$ cat config.mk
export PLATFORM = sky130hd
export DESIGN_NAME = led_matrix_seq
export DESIGN_NICKNAME = d
export VERILOG_FILES = /design/src/hw/led_matrix_pkg.sv /design/src/hw/single_tick.sv /design/src/hw/fsm_led_matrix.sv /design/src/hw/spi_write_dac.sv /design/src/hw/timer.sv /design/src/hw/scan_counter.sv /design/src/hw/led_matrix_seq.sv
export SDC_FILE = /design/constraint.sdc
export NUM_CORES = 1
export LEC_CHECK = 0
export BUFFER_PORTS_ARGS = -buffer_cell sky130_fd_sc_hd__buf_2
export CORE_MARGIN = 5
export CORE_UTILIZATION = 53
export DETAILED_ROUTE_END_ITERATION = 6
export GPL_TIMING_DRIVEN = 0
export HOLD_SLACK_MARGIN = 0.06
export PLACE_DENSITY = 0.77
export SYNTH_ARGS = -nofsm -noshare
export SYNTH_HDL_FRONTEND = slang
export SYNTH_SLANG_ARGS = --single-unit
$ cat constraint.sdc
create_clock -name clk_i -period 1.6 [get_ports clk_i]
set_clock_uncertainty 0.2 [all_clocks]
set_input_delay 0.24 -clock clk_i [delete_from_list [all_inputs] [get_ports clk_i]]
set_output_delay 0.24 -clock clk_i [all_outputs]
set_load 0.02 [all_outputs]
$ cat src/hw/led_matrix_pkg.sv
//**************************************************************************
// LED matrix scan sequencer package
// Timing constants, counter opcodes, FSM state codes and the DAC word
//**************************************************************************

package led_matrix_pkg;

  // Timing kept short for simulation
  localparam int unsigned LOCKOUT_CYCLES  = 20;  // Button ignored after a start
  localparam int unsigned DWELL_CYCLES    = 3;   // Hold time per position
  localparam int unsigned SCK_HALF_CYCLES = 4;   // Serial clock half period

  // Counter widths derived from the timing values
  localparam int unsigned LOCK_W  = $clog2(LOCKOUT_CYCLES + 1);
  localparam int unsigned DWELL_W = $clog2(DWELL_CYCLES + 1);
  localparam int unsigned SCK_W   = $clog2(SCK_HALF_CYCLES);

  // Row and column counter opcodes
  localparam logic [1:0] CNT_HOLD = 2'b00;
  localparam logic [1:0] CNT_CLR  = 2'b01;
  localparam logic [1:0] CNT_INC  = 2'b10;
  localparam logic [1:0] CNT_MAX  = 2'd3;  // Last row or column index

  // Scan FSM state codes
  localparam logic [2:0] ST_IDLE     = 3'd0;
  localparam logic [2:0] ST_WRITE    = 3'd1;
  localparam logic [2:0] ST_WAIT_DAC = 3'd2;
  localparam logic [2:0] ST_DWELL    = 3'd3;
  localparam logic [2:0] ST_STEP     = 3'd4;

  // DAC command seen as raw shift bits or as control plus level
  typedef union packed {
    logic [15:0] raw;
    struct packed {
      logic [3:0]  ctrl;
      logic [11:0] level;
    } fields;
  } dac_word_u;

  localparam logic [3:0]  DAC_CTRL  = 4'b0011;          // Channel A
  localparam logic [11:0] DAC_LEVEL = 12'b111010001011; // About 3 V

  localparam dac_word_u DAC_WORD = dac_word_u'({DAC_CTRL, DAC_LEVEL});

endpackage

$ cat src/hw/single_tick.sv
//**************************************************************************
// Push button start pulse generator
// Synchronizes the button, emits one pulse per press, then locks out
//**************************************************************************

module single_tick
  import led_matrix_pkg::*;
(
  input  logic clk_i,
  input  logic rst_n_i,
  input  logic button_i,
  output logic start_o
);

  logic              btn_meta_q;
  logic              btn_sync_q;
  logic              btn_prev_q;
  logic [LOCK_W-1:0] lock_cnt_q;
  logic              rise;
  logic              locked;

  assign rise   = btn_sync_q & ~btn_prev_q;
  assign locked = (lock_cnt_q != '0);

  always_ff @(posedge clk_i or negedge rst_n_i) begin
    if (!rst_n_i) begin
      btn_meta_q <= 1'b0;
      btn_sync_q <= 1'b0;
      btn_prev_q <= 1'b0;
      lock_cnt_q <= '0;
      start_o    <= 1'b0;
    end else begin
      btn_meta_q <= button_i;  // Two flop synchronizer
      btn_sync_q <= btn_meta_q;
      btn_prev_q <= btn_sync_q;
      start_o    <= rise & ~locked;
      if (rise && !locked) begin
        lock_cnt_q <= LOCK_W'(LOCKOUT_CYCLES);  // Open lockout window
      end else if (locked) begin
        lock_cnt_q <= lock_cnt_q - 1'b1;
      end
    end
  end

  // One cycle wide start
  assert property (@(posedge clk_i) disable iff (!rst_n_i)
    start_o |=> !start_o);

endmodule

$ cat src/hw/fsm_led_matrix.sv
//**************************************************************************
// Scan state machine
// Steps through the 16 positions: DAC write, dwell, then counter update
//**************************************************************************

module fsm_led_matrix
  import led_matrix_pkg::*;
(
  input  logic       clk_i,
  input  logic       rst_n_i,
  input  logic       start_i,
  input  logic       eodac_i,
  input  logic       z_i,
  input  logic [1:0] count_col_i,
  input  logic [1:0] count_row_i,
  output logic       stdac_o,
  output logic       en_o,
  output logic       eos_o,
  output logic [1:0] opcol_o,
  output logic [1:0] oprow_o
);

  logic [2:0] state_q;
  logic [2:0] state_d;

  always_ff @(posedge clk_i or negedge rst_n_i) begin
    if (!rst_n_i) begin
      state_q <= ST_IDLE;
    end else begin
      state_q <= state_d;
    end
  end

  always_comb begin
    state_d = state_q;
    stdac_o = 1'b0;
    en_o    = 1'b0;
    eos_o   = 1'b0;
    opcol_o = CNT_HOLD;
    oprow_o = CNT_HOLD;

    case (state_q)
      ST_IDLE: begin
        if (start_i) begin
          state_d = ST_WRITE;
        end
      end

      ST_WRITE: begin
        stdac_o = 1'b1;  // Kick off one DAC frame
        state_d = ST_WAIT_DAC;
      end

      ST_WAIT_DAC: begin
        if (eodac_i) begin
          state_d = ST_DWELL;
        end
      end

      ST_DWELL: begin
        en_o = 1'b1;
        if (z_i) begin
          state_d = ST_STEP;
        end
      end

      ST_STEP: begin
        // Row-major advance
        if (count_col_i != CNT_MAX) begin
          opcol_o = CNT_INC;
          state_d = ST_WRITE;
        end else if (count_row_i != CNT_MAX) begin
          opcol_o = CNT_CLR;  // Wrap to next row
          oprow_o = CNT_INC;
          state_d = ST_WRITE;
        end else begin
          opcol_o = CNT_CLR;
          oprow_o = CNT_CLR;
          eos_o   = 1'b1;  // Last position done
          state_d = ST_IDLE;
        end
      end

      default: begin
        state_d = ST_IDLE;
      end
    endcase
  end

  // Dwell only ever follows a finished DAC frame
  assert property (@(posedge clk_i) disable iff (!rst_n_i)
    $rose(en_o) |-> $past(eodac_i));

  // No second strobe until the writer reports back
  assert property (@(posedge clk_i) disable iff (!rst_n_i)
    stdac_o |=> (!stdac_o throughout eodac_i[->1]));

endmodule

$ cat src/hw/spi_write_dac.sv
//**************************************************************************
// SPI DAC writer
// Shifts one 16-bit command word out on mosi, MSB first, write only
//**************************************************************************

module spi_write_dac
  import led_matrix_pkg::*;
(
  input  logic      clk_i,
  input  logic      rst_n_i,
  input  logic      strw_i,
  input  dac_word_u din_i,
  output logic      mosi_o,
  output logic      sck_o,
  output logic      cs_o,
  output logic      eow_o
);

  dac_word_u        shreg_q;  // Shift register
  logic [SCK_W-1:0] div_q;
  logic [3:0]       bit_q;
  logic             cs_d_q;
  logic             half_done;

  assign half_done = (div_q == SCK_W'(SCK_HALF_CYCLES - 1));

  always_ff @(posedge clk_i) begin
    if (cs_o && strw_i) begin
      shreg_q <= din_i;
    end else if (!cs_o && half_done && sck_o) begin
      shreg_q.raw <= {shreg_q.raw[14:0], 1'b0};
    end
  end

  always_ff @(posedge clk_i or negedge rst_n_i) begin
    if (!rst_n_i) begin
      cs_o   <= 1'b1;
      sck_o  <= 1'b0;
      mosi_o <= 1'b0;
      div_q  <= '0;
      bit_q  <= '0;
      cs_d_q <= 1'b1;
      eow_o  <= 1'b0;
    end else begin
      cs_d_q <= cs_o;
      eow_o  <= cs_o & ~cs_d_q;  // Cycle after cs rises
      if (cs_o) begin
        if (strw_i) begin
          cs_o   <= 1'b0;
          sck_o  <= 1'b0;
          mosi_o <= din_i.raw[15];  // First bit ready during low half
          div_q  <= '0;
          bit_q  <= '0;
        end
      end else if (half_done) begin
        div_q <= '0;
        if (!sck_o) begin
          sck_o <= 1'b1;  // DAC samples here
        end else if (bit_q == 4'd15) begin
          sck_o  <= 1'b0;
          cs_o   <= 1'b1;  // Frame complete
          mosi_o <= 1'b0;
        end else begin
          sck_o  <= 1'b0;
          bit_q  <= bit_q + 4'd1;
          mosi_o <= shreg_q.raw[14];
        end
      end else begin
        div_q <= div_q + 1'b1;
      end
    end
  end

  // Serial clock parked low between frames
  assert property (@(posedge clk_i) disable iff (!rst_n_i)
    cs_o |-> !sck_o);

  // Every frame end is reported once
  assert property (@(posedge clk_i) disable iff (!rst_n_i)
    $rose(cs_o) |=> eow_o ##1 !eow_o);

endmodule

$ cat src/hw/timer.sv
//**************************************************************************
// Dwell timer
// Counts DWELL_CYCLES down while enabled, flags expiry
//**************************************************************************

module timer
  import led_matrix_pkg::*;
(
  input  logic clk_i,
  input  logic rst_n_i,
  input  logic en_i,
  output logic z_o
);

  logic [DWELL_W-1:0] cnt_q;

  always_ff @(posedge clk_i or negedge rst_n_i) begin
    if (!rst_n_i) begin
      cnt_q <= DWELL_W'(DWELL_CYCLES);
    end else if (!en_i) begin
      cnt_q <= DWELL_W'(DWELL_CYCLES);  // Reload while idle
    end else if (cnt_q != '0) begin
      cnt_q <= cnt_q - 1'b1;
    end
  end

  assign z_o = en_i & (cnt_q == '0);

  // Expiry needs the enable held for the full dwell
  assert property (@(posedge clk_i) disable iff (!rst_n_i)
    z_o |-> en_i && $past(en_i, DWELL_CYCLES));

endmodule

$ cat src/hw/scan_counter.sv
//**************************************************************************
// Row or column position counter
// Two-bit index with hold, clear and increment opcodes
//**************************************************************************

module scan_counter
  import led_matrix_pkg::*;
(
  input  logic       clk_i,
  input  logic       rst_n_i,
  input  logic [1:0] opc_i,
  output logic [1:0] count_o
);

  logic [1:0] count_d;

  always_comb begin
    case (opc_i)
      CNT_CLR: count_d = 2'd0;
      CNT_INC: count_d = count_o + 2'd1;  // Wraps at 3
      default: count_d = count_o;         // Hold
    endcase
  end

  always_ff @(posedge clk_i or negedge rst_n_i) begin
    if (!rst_n_i) begin
      count_o <= 2'd0;
    end else begin
      count_o <= count_d;
    end
  end

  // Never stepped past the last index
  assert property (@(posedge clk_i) disable iff (!rst_n_i)
    (opc_i == CNT_INC) |-> (count_o != CNT_MAX));

endmodule

$ cat src/hw/led_matrix_seq.sv
//**************************************************************************
// LED matrix scan sequencer, top level
// Button start, scan FSM, SPI DAC writer, dwell timer and position counters
//**************************************************************************

module led_matrix_seq
  import led_matrix_pkg::*;
(
  input  logic       clk_i,
  input  logic       rst_n_i,
  input  logic       button_i,
  output logic       mosi_o,
  output logic       sck_o,
  output logic       cs_o,
  output logic       eos_o,
  output logic [1:0] count_col_o,
  output logic [1:0] count_row_o
);

  logic       start;
  logic       stdac;
  logic       eodac;
  logic       en;
  logic       z;
  logic [1:0] opcol;
  logic [1:0] oprow;

  single_tick u_single_tick (
    .clk_i    (clk_i),
    .rst_n_i  (rst_n_i),
    .button_i (button_i),
    .start_o  (start)
  );

  fsm_led_matrix u_fsm (
    .clk_i       (clk_i),
    .rst_n_i     (rst_n_i),
    .start_i     (start),
    .eodac_i     (eodac),
    .z_i         (z),
    .count_col_i (count_col_o),  // Fed back from the counters
    .count_row_i (count_row_o),
    .stdac_o     (stdac),
    .en_o        (en),
    .eos_o       (eos_o),
    .opcol_o     (opcol),
    .oprow_o     (oprow)
  );

  // Fixed command word
  spi_write_dac u_spi_write_dac (
    .clk_i   (clk_i),
    .rst_n_i (rst_n_i),
    .strw_i  (stdac),
    .din_i   (DAC_WORD),
    .mosi_o  (mosi_o),
    .sck_o   (sck_o),
    .cs_o    (cs_o),
    .eow_o   (eodac)
  );

  timer u_timer (
    .clk_i   (clk_i),
    .rst_n_i (rst_n_i),
    .en_i    (en),
    .z_o     (z)
  );

  scan_counter u_count_col (
    .clk_i   (clk_i),
    .rst_n_i (rst_n_i),
    .opc_i   (opcol),
    .count_o (count_col_o)
  );

  scan_counter u_count_row (
    .clk_i   (clk_i),
    .rst_n_i (rst_n_i),
    .opc_i   (oprow),
    .count_o (count_row_o)
  );

endmodule

==> results of run 1 <==
==> power by group <==
part | internal (mW) | leakage [nW] | total [mW] | switching [mW]
Sequential | 1.20 | 0.474 | 1.30 | 0.0994
Combinational | 0.223 | 0.554 | 0.431 | 0.209
Clock | 0.210 | 0.0380 | 0.553 | 0.343
==> worst paths after layout <==
| path | from | to | slack, ns | depth (start not counted) |
|---|---|---|---|---|
| max | u_fsm.state_q[0] | eos_o | -0.31 | 3 |
| min | u_single_tick.btn_meta_q | u_single_tick.btn_sync_q | 0.16 | 0 |
| max reg2reg | u_fsm.state_q[0] | u_count_row.count_o[0] | -0.02 | 5 |
| min reg2reg | u_single_tick.btn_meta_q | u_single_tick.btn_sync_q | 0.16 | 0 |
| max in group asynchronous | rst_n_i | u_fsm.state_q[2] | 0.52 | 2 |
| min in group asynchronous | rst_n_i | u_count_col.count_o[0] | 0.24 | 2 |
==> cells by family after synthesis <==
logic type | share of synthesized area [%]
adders and majority gates | 4.043
AOI/OAI and AO/OA | 9.165
and+or+nand+nor | 23.59
DFF | 55.53
muxes | 3.571
xor gates and xnor gates | 0.9436
buffers and inverters | 3.167
==> stage by stage <==
step                      setup slack [ns]  area, um2  util [%]  power [mW]  hold WS (ns)
after floorplan                   0.002767       1859         -       1.548       -0.2556
after global placement            -0.04456       1967     58.48       1.607       0.07881
after detailed placement          -0.04541       1967     58.48       1.635       0.09309
after CTS                          -0.3340       2092     62.20       2.229        0.1663
after global routing               -0.3564       2206     65.59       2.417        0.1803
final                              -0.3055       2206     65.59       2.286        0.1643
==> cells in the final DEF (no fill, tap or decap), types with 3 or more instances in the layout <==
cell       n
a21oi_1    6
nor2_1     5
o21ai_0    3
nand3_1   16
inv_1      3
inv_2      3
nand2b_1   3
buf_6      3
dfxtp_1   15
nor2b_1    3
nand2_1   35
a21o_1     3
dfrtp_1   23
buf_2      9
clkbuf_4   6
buf_4     11
o21ai_1    4
dfstp_2    4
ha_1       3
==> area by class of cell <==
cell class | count | area (um2) | area share, %
Clock buffer | 6 | 51.30 | 2.326
Inverter | 6 | 22.52 | 1.021
Multi-Input combinational cell | 122 | 838.3 | 38.00
Sequential cell | 44 | 1033 | 46.85
Clock inverter | 2 | 10.01 | 0.4538
Timing Repair Buffer | 23 | 157.7 | 7.147
Buffer | 4 | 35.03 | 1.588
Tap cell | 46 | 57.56 | 2.609
==> worst max-delay path, stage by stage, from the launching register on <==
cell and delay (ns):
dfrtp_2 0.46, or3b_4 0.43, nor2_4 0.11, buf_6 0.12
==> flip-flops by register name, indices dropped and copies added (netlist names), 2 cells and up <==
name	flops
u_count_col.count_o	2
u_spi_write_dac.bit_q	4
u_count_row.count_o	2
u_single_tick.lock_cnt_q	5
u_spi_write_dac.div_q	2
u_spi_write_dac.shreg_q	15
u_timer.cnt_q	2
u_fsm.state_q	3
==> layer usage <==
metal / routed length, um / global-route usage, % / up-vias
met4: 43 / 5.206 / 0
met1: 1577 / 18.59 / 656
met5: 0 / 0 / -
li1: - / - / 666
met3: 123 / 4.348 / 7
met2: 1717 / 25.42 / 21
==> timing repair <==
action,in CTS,in global routing
pin swaps,2,5
resized for setup,7,17
endpoints found under the hold margin,26,0
buffers inserted,3,8
hold buffers,2,0
setup endpoints to repair,14,26
cloned,0,0
==> metrics.cfg, run 1 <==
[outcome]
status = finished with violations
violations = setup timing

[floorplanning]
die_h_um = 69.19
rows = 21
core_um2 = 3363
io_pins = 11
dieWidth_um = 69.19
initial_core_util_pct = 55.21
die-area_um2 = 4787

[global_routing]
grt_pass1_vias = 1336
antenna_found_initial = 0
grt_pass1_wl_mm = 6.009
grt-ovfl-total = 0
grt_start_max_net_pins = 30
track_usage_pct = 15.15

[drt]
dr.pass1.iters = 4
vias = 1350
wl_per_cell_um = 13.68
drc = 0
via_per_inst = 5.336
dr.first_iter.drc_count = 47
drt.antenna.violating_nets = 0
finalWirelength_mm = 3.461

[sta]
tns_ns = -0.3350
fin_crit_ns = 1.906
max_slew_margin_pct = 58.02
min_period_over_period_pct = 119.1
tightest_slew_ns = 0.6297
finalHoldViolations = 0
final_max_slew_viol_count = 0
max_freq_mhz = 524.8
setup_viol = 3
rsz0062_at_grt = true
setup_ws_ns = -0.3055

[final_layout]
stdcell_count = 253
fillers = 280
diodes = 0
area_growth_pct = 18.80
fin_nets = 215
drive_gt1_share_pct = 28.50

[cts]
cts_tree = yes
clk_latency_ns = 0.35
numCtsBuffers = 5
clk_pin_slew_ns = 0.12
cts_sinks = 44
clk_path_buf_depth = 2
cts_root_buf = clkbuf_4
htreeDepth = 2

[setup_path]
endpoint_kind = primary output
crit_required_ns = 1.16
worstSetupPathType = reg2out
worstPathArrival_ns = 1.47
worstPathMaxFanout = 6
startpoint_type = flop

[synth]
synth.largest_area_cell = dfrtp_1
synth_most_common_cell = nand2_1
yosysWarnings = 0
synthArstFlopShare_pct = 65.91
avgSynthCellArea_um2 = 10.49
synth_common_cells = nand2_1, dfrtp_1, nand3_1
ys_top_cells_by_area = dfrtp_1, dfxtp_1, nand2_1
yosysSeqAreaShare_pct = 55.53
synth_cell_types = 47
synth_top_area_share_pct = 33.69
syn_inst = 177
synth_edf_count = 0
synth_area_um2 = 1857
yosys_register_bits = 44
syn_nets = 186
synth_ff_type = dfrtp_1

[placement]
hpwl_mm = 2.298
dp_cells = 233
port_buffers = 10
place_congestion = 0.7922

[hold_path]
hp-class = reg2reg

[job]
maxCapViolCount = 0

[power]
peakVddDrop_mv = 0.6534
p_leak_nw = 1.067
power.density_nw_per_um2 = 1036

Power figures use the tool's default switching activity.
==> run 2: changes to the inputs <==
--- a/config.mk
+++ b/config.mk
@@ -6,7 +6,7 @@
 export NUM_CORES = 1
 export LEC_CHECK = 0
 export BUFFER_PORTS_ARGS = -buffer_cell sky130_fd_sc_hd__buf_2
-export CORE_MARGIN = 5
+export CORE_MARGIN = 3
 export CORE_UTILIZATION = 53
 export DETAILED_ROUTE_END_ITERATION = 6
 export GPL_TIMING_DRIVEN = 0
==> metrics.cfg, run 2 (synthesis gave the netlist of run 1 again) <==
[outcome]
status = finished with violations
violations = setup timing

[drt]
dr.pass1.iters = 4
via_per_inst = 5.442
finalWirelength_mm = 3.444
wl_per_cell_um = 13.72
drc = 0
vias = 1366
drt.antenna.violating_nets = 0
dr.first_iter.drc_count = 84

[floorplanning]
rows = 20
io_pins = 11
die_h_um = 65.19
initial_core_util_pct = 57.97
core_um2 = 3203
dieWidth_um = 65.19
die-area_um2 = 4250

[placement]
port_buffers = 10
dp_cells = 231
hpwl_mm = 2.181
place_congestion = 0.8726
placed_cell_area_um2 = 1964
post-place-ws_ns = -0.06622

[global_routing]
grt_pass1_vias = 1324
antenna_found_initial = 0
track_usage_pct = 16.90
grt_pass1_wl_mm = 5.561
grt-ovfl-total = 0
grt_start_max_net_pins = 30

[setup_path]
worstSetupPathType = reg2out
crit_required_ns = 1.16
worstPathMaxFanout = 2
worstPathArrival_ns = 1.51
regToRegSetupSlack_ns = -0.02
r2r-start = u_fsm.state_q[1]
startpoint_type = flop
endpoint_kind = primary output
reg2regPathDepth = 5
reg2reg_to = u_count_row.count_o[1]

[sta]
final_max_slew_viol_count = 0
max_slew_margin_pct = 59.25
rsz0062_at_grt = true
fin_crit_ns = 1.947
tightest_slew_ns = 0.6112
setup_viol = 4
fin_hold_ws_ns = 0.1668
setup_ws_ns = -0.3474
min_period_over_period_pct = 121.7
finalHoldViolations = 0
tns_ns = -0.3756
max_freq_mhz = 513.5

[hold_path]
hold_end = u_single_tick.btn_sync_q
hold_depth = 0
hp-class = reg2reg
holdCritStartpoint = u_single_tick.btn_meta_q

[final_layout]
reg_top3 = u_spi_write_dac.shreg_q x15, u_single_tick.lock_cnt_q x5, u_spi_write_dac.bit_q x4
diodes = 0
finalInstanceArea_um2 = 2225
utilization_pct = 69.45
stdcell_count = 251
multiInputGateArea_um2 = 843.3
regArea_um2 = 1031
final_common_cell = nand2_1
drive_gt1_share_pct = 26.57
fin_nets = 215
largest-register = u_spi_write_dac.shreg_q
largest_register_ff_count = 15
fillers = 247
area_growth_pct = 19.81
layout_common_cells = nand2_1, dfrtp_1, nand3_1

[power]
power.density_nw_per_um2 = 1054
p_leak_nw = 1.086
peakVddDrop_mv = 0.8654
finalPower_mw = 2.344

[cts]
htreeDepth = 2
cts_root_buf = clkbuf_4
cts_sinks = 44
cts_tree = yes
numCtsBuffers = 5
clk_latency_ns = 0.36
clk_path_buf_depth = 2
clk_pin_slew_ns = 0.12

[job]
maxCapViolCount = 0

==> run 2: cell types whose count changed in the layout (fill, tap and decap cells not counted), sizes merged <==
cell / before / now
inv: 6 / 7
clkinv: 2 / 1
==> run 2: worst max-delay path by stage <==
stage                               end                startpoint  cells past startpoint  slack, ns
2_1_floorplan    u_spi_write_dac.mosi_o      u_spi_write_dac.cs_o                      4      0.003
3_3_place_gp                      eos_o          u_fsm.state_q[1]                      4      -0.03
3_5_place_dp   u_spi_write_dac.bit_q[3]  u_spi_write_dac.div_q[0]                      5      -0.07
4_1_cts                           eos_o          u_fsm.state_q[1]                      4      -0.34
5_1_grt                           eos_o          u_fsm.state_q[1]                      4      -0.42
6_report                          eos_o          u_fsm.state_q[1]                      4      -0.35
==> run 2: critical path, cell delays in order (launching register included) <==
cell     delay (ns)
dfrtp_1        0.41
buf_6          0.12
or3b_4         0.41
nor2_4         0.10
buf_6          0.12
==> run 2: final cells by class <==
cell class	instances	share of cell area, %
clock buffers	6	2.812
plain buffers	5	1.969
multi-input cells	122	37.91
well taps	44	2.475
inverters	6	1.012
clock inverters	2	0.5062
flip-flops and latches	44	46.34
repair buffers	22	6.974
==> run 2: routing by layer <==
metal  global-route usage, %  share of wire (%)  routed length, um  vias up
li1                        -                  -                  -      671
met5                       0                  0                  0        -
met3                   5.641                5.2                180        5
met1                   20.25                 45               1541      660
met4                   6.477                1.5                 51        0
met2                   28.07                 49               1672       30
==> run 2: power breakdown <==
part           internal (mW)  total, mW  switching [mW]
clock                  0.265      0.613           0.348
combinational          0.227      0.434           0.208
sequential              1.20       1.30          0.0959
total                   1.69       2.34           0.651
==> run 2: timing repair <==
item / in CTS / in global routing
hold endpoints to repair: 26 / 0
endpoints found under the setup margin: 15 / 24
gates resized for setup: 7 / 14
setup buffers: 4 / 6
hold buffers: 2 / 0
pin swaps: 3 / 3
==> run 3: changes to the inputs <==
--- a/config.mk
+++ b/config.mk
@@ -8,6 +8,7 @@
 export BUFFER_PORTS_ARGS = -buffer_cell sky130_fd_sc_hd__buf_2
 export CORE_MARGIN = 3
 export CORE_UTILIZATION = 53
+export CTS_BUF_LIST = sky130_fd_sc_hd__clkbuf_16
 export DETAILED_ROUTE_END_ITERATION = 6
 export GPL_TIMING_DRIVEN = 0
 export HOLD_SLACK_MARGIN = 0.06
==> metrics.cfg, run 3 (synthesis gave the netlist of run 1 again) <==
[outcome]
status = finished with violations
violations = setup timing

[global_routing]
grt_start_max_net_pins = 30
grtUsageMet3_pct = 5.641
met2_usage_pct = 30.97
top_usage_layer = met2
grt_pass1_vias = 1342
track_usage_pct = 18.04
grt_pass1_wl_mm = 5.796
grt_util_met1_pct = 20.13
antenna_found_initial = 0
grt-ovfl-total = 0

[cts]
clk_latency_ns = 0.29
cts_tree = yes
clk_path_buf_depth = 2
clk_pin_slew_ns = 0.06
cts_root_buf = clkbuf_16
cts_sinks = 44
htreeDepth = 2
numCtsBuffers = 5

[power]
p_leak_nw = 1.144
peakVddDrop_mv = 0.8031
power.density_nw_per_um2 = 1208
pwr-share-seq_pct = 45.4
p_sw_share_pct = 25.51
power_frac_comb_pct = 16.9
pwr-share-clk_pct = 37.7
p_sw_uw = 729.3
intPower_mw = 2.130

[sta]
setup_ws_ns = -0.2292
tightest_slew_ns = 0.6206
finalHoldViolations = 0
max_slew_margin_pct = 58.63
max_freq_mhz = 546.7
setup_viol = 4
min_period_over_period_pct = 114.3
rsz0062_at_grt = true
fin_crit_ns = 1.829
final_max_slew_viol_count = 0

[setup_path]
r2r-start = u_spi_write_dac.cs_o
worstSetupPathType = reg2out
crit_end = eos_o
startpoint_type = flop
endpoint_kind = primary output
reg2regPathDepth = 4
worstPathArrival_ns = 1.39
worstPathMaxFanout = 2
critPathLaunch = u_fsm.state_q[1]
reg2reg_to = u_spi_write_dac.mosi_o
crit_required_ns = 1.16
regToRegSetupSlack_ns = -0.02

[placement]
placed_cell_area_um2 = 1964
hpwl_mm = 2.181
place_congestion = 0.8726
port_buffers = 10
dp_cells = 231

[floorplanning]
io_pins = 11
die_h_um = 65.19
die-area_um2 = 4250
rows = 20
core_um2 = 3203
initial_core_util_pct = 57.97
dieWidth_um = 65.19

[final_layout]
fillers = 227
largest-register = u_spi_write_dac.shreg_q
drive_gt1_share_pct = 30.33
finalInstanceArea_um2 = 2367
reg_top3 = u_spi_write_dac.shreg_q x15, u_single_tick.lock_cnt_q x5, u_spi_write_dac.bit_q x4
diodes = 0
fin_nets = 219
stdcell_count = 255
area_growth_pct = 27.49
layout_common_cells = nand2_1, dfrtp_1, nand3_1, dfxtp_1, buf_4
final_common_cell = nand2_1
largest_register_ff_count = 15

[drt]
wl_per_cell_um = 14.89
via_per_inst = 5.561
dr.first_iter.drc_count = 67
drc = 0
drt.antenna.violating_nets = 0
dr.pass1.iters = 4
finalWirelength_mm = 3.796
vias = 1418

[job]
maxCapViolCount = 0

[hold_path]
hp-class = reg2reg

[run 3: cell types whose count changed in the layout (fill, tap and decap cells not counted), moves of 2 or more]
| cell | before | now |
|---|---|---|
| clkbuf_16 | 1 | 6 |
| clkbuf_4 | 5 | 2 |
| dfrtp_2 | 0 | 2 |
| dfrtp_1 | 25 | 23 |
| buf_4 | 9 | 13 |
[run 3: power groups by stage]
stage	clock network [mW]	logic (mW)	registers, mW
finish	1.08	0.484	1.30
floorplan	0	0.254	1.29
CTS	1.11	0.375	1.30
global placement	0	0.294	1.30
detailed placement	0	0.313	1.31
global route	1.16	0.536	1.31
[run 3: cell type report]
cell class / instances / area (um2) / area share [%]
flip-flops and latches: 44 / 1033 / 43.66
clock inverters: 2 / 11.26 / 0.4757
inverters: 6 / 22.52 / 0.9514
clock buffers: 6 / 150.1 / 6.342
well taps: 44 / 55.05 / 2.326
repair buffers: 26 / 178.9 / 7.558
multi-input cells: 122 / 867.1 / 36.63
plain buffers: 5 / 48.80 / 2.061
[run 3: through the flow]
stage          worst slack [ns]  total power, mW  hold slack (ns)  utilization (%)  setup TNS, ns
6_report                -0.2292            2.859           0.1543            73.91        -0.2876
2_1_floorplan          0.002767            1.548          -0.2556                -              0
3_3_place_gp           -0.03330            1.599          0.07666            61.33       -0.04905
4_1_cts                 -0.2502            2.778           0.1572            69.14        -0.2768
3_5_place_dp           -0.06622            1.625          0.09032            61.33        -0.3070
5_1_grt                 -0.2745            3.004           0.1602            73.91        -0.5180
[run 3: worst min path at each step]
stage               slack [ns]                  endpoint                startpoint  depth (start not counted)
finish                    0.15  u_single_tick.btn_sync_q  u_single_tick.btn_meta_q                          0
global route              0.16  u_single_tick.btn_sync_q  u_single_tick.btn_meta_q                          0
CTS                       0.16  u_single_tick.btn_sync_q  u_single_tick.btn_meta_q                          0
detailed placement        0.09          u_fsm.state_q[2]                   rst_n_i                          1
global placement          0.08          u_fsm.state_q[2]                   rst_n_i                          1
floorplan                -0.26    u_count_col.count_o[0]                   rst_n_i                          0
[run 3: repair_timing]
action                                 CTS  global route
hold buffers                             2             0
buffers inserted                         4            10
setup endpoints to repair               14            22
endpoints found under the hold margin   26             0
pin swaps                                4             4
resized for setup                        9            17
gates cloned                             0             0
[run 3: worst max-delay path, stage by stage (launching register included)]
cell	delay, ns
dfrtp_1	0.39
buf_6	0.12
or3b_4	0.39
nor2_4	0.09
buf_6	0.12
[run 3: per-layer routing]
metal	wire (um)	vias up	share of wire [%]
met5	0	-	0
met4	67	0	1.8
met3	161	6	4.2
met2	1921	32	51
met1	1645	707	43
li1	-	673	-
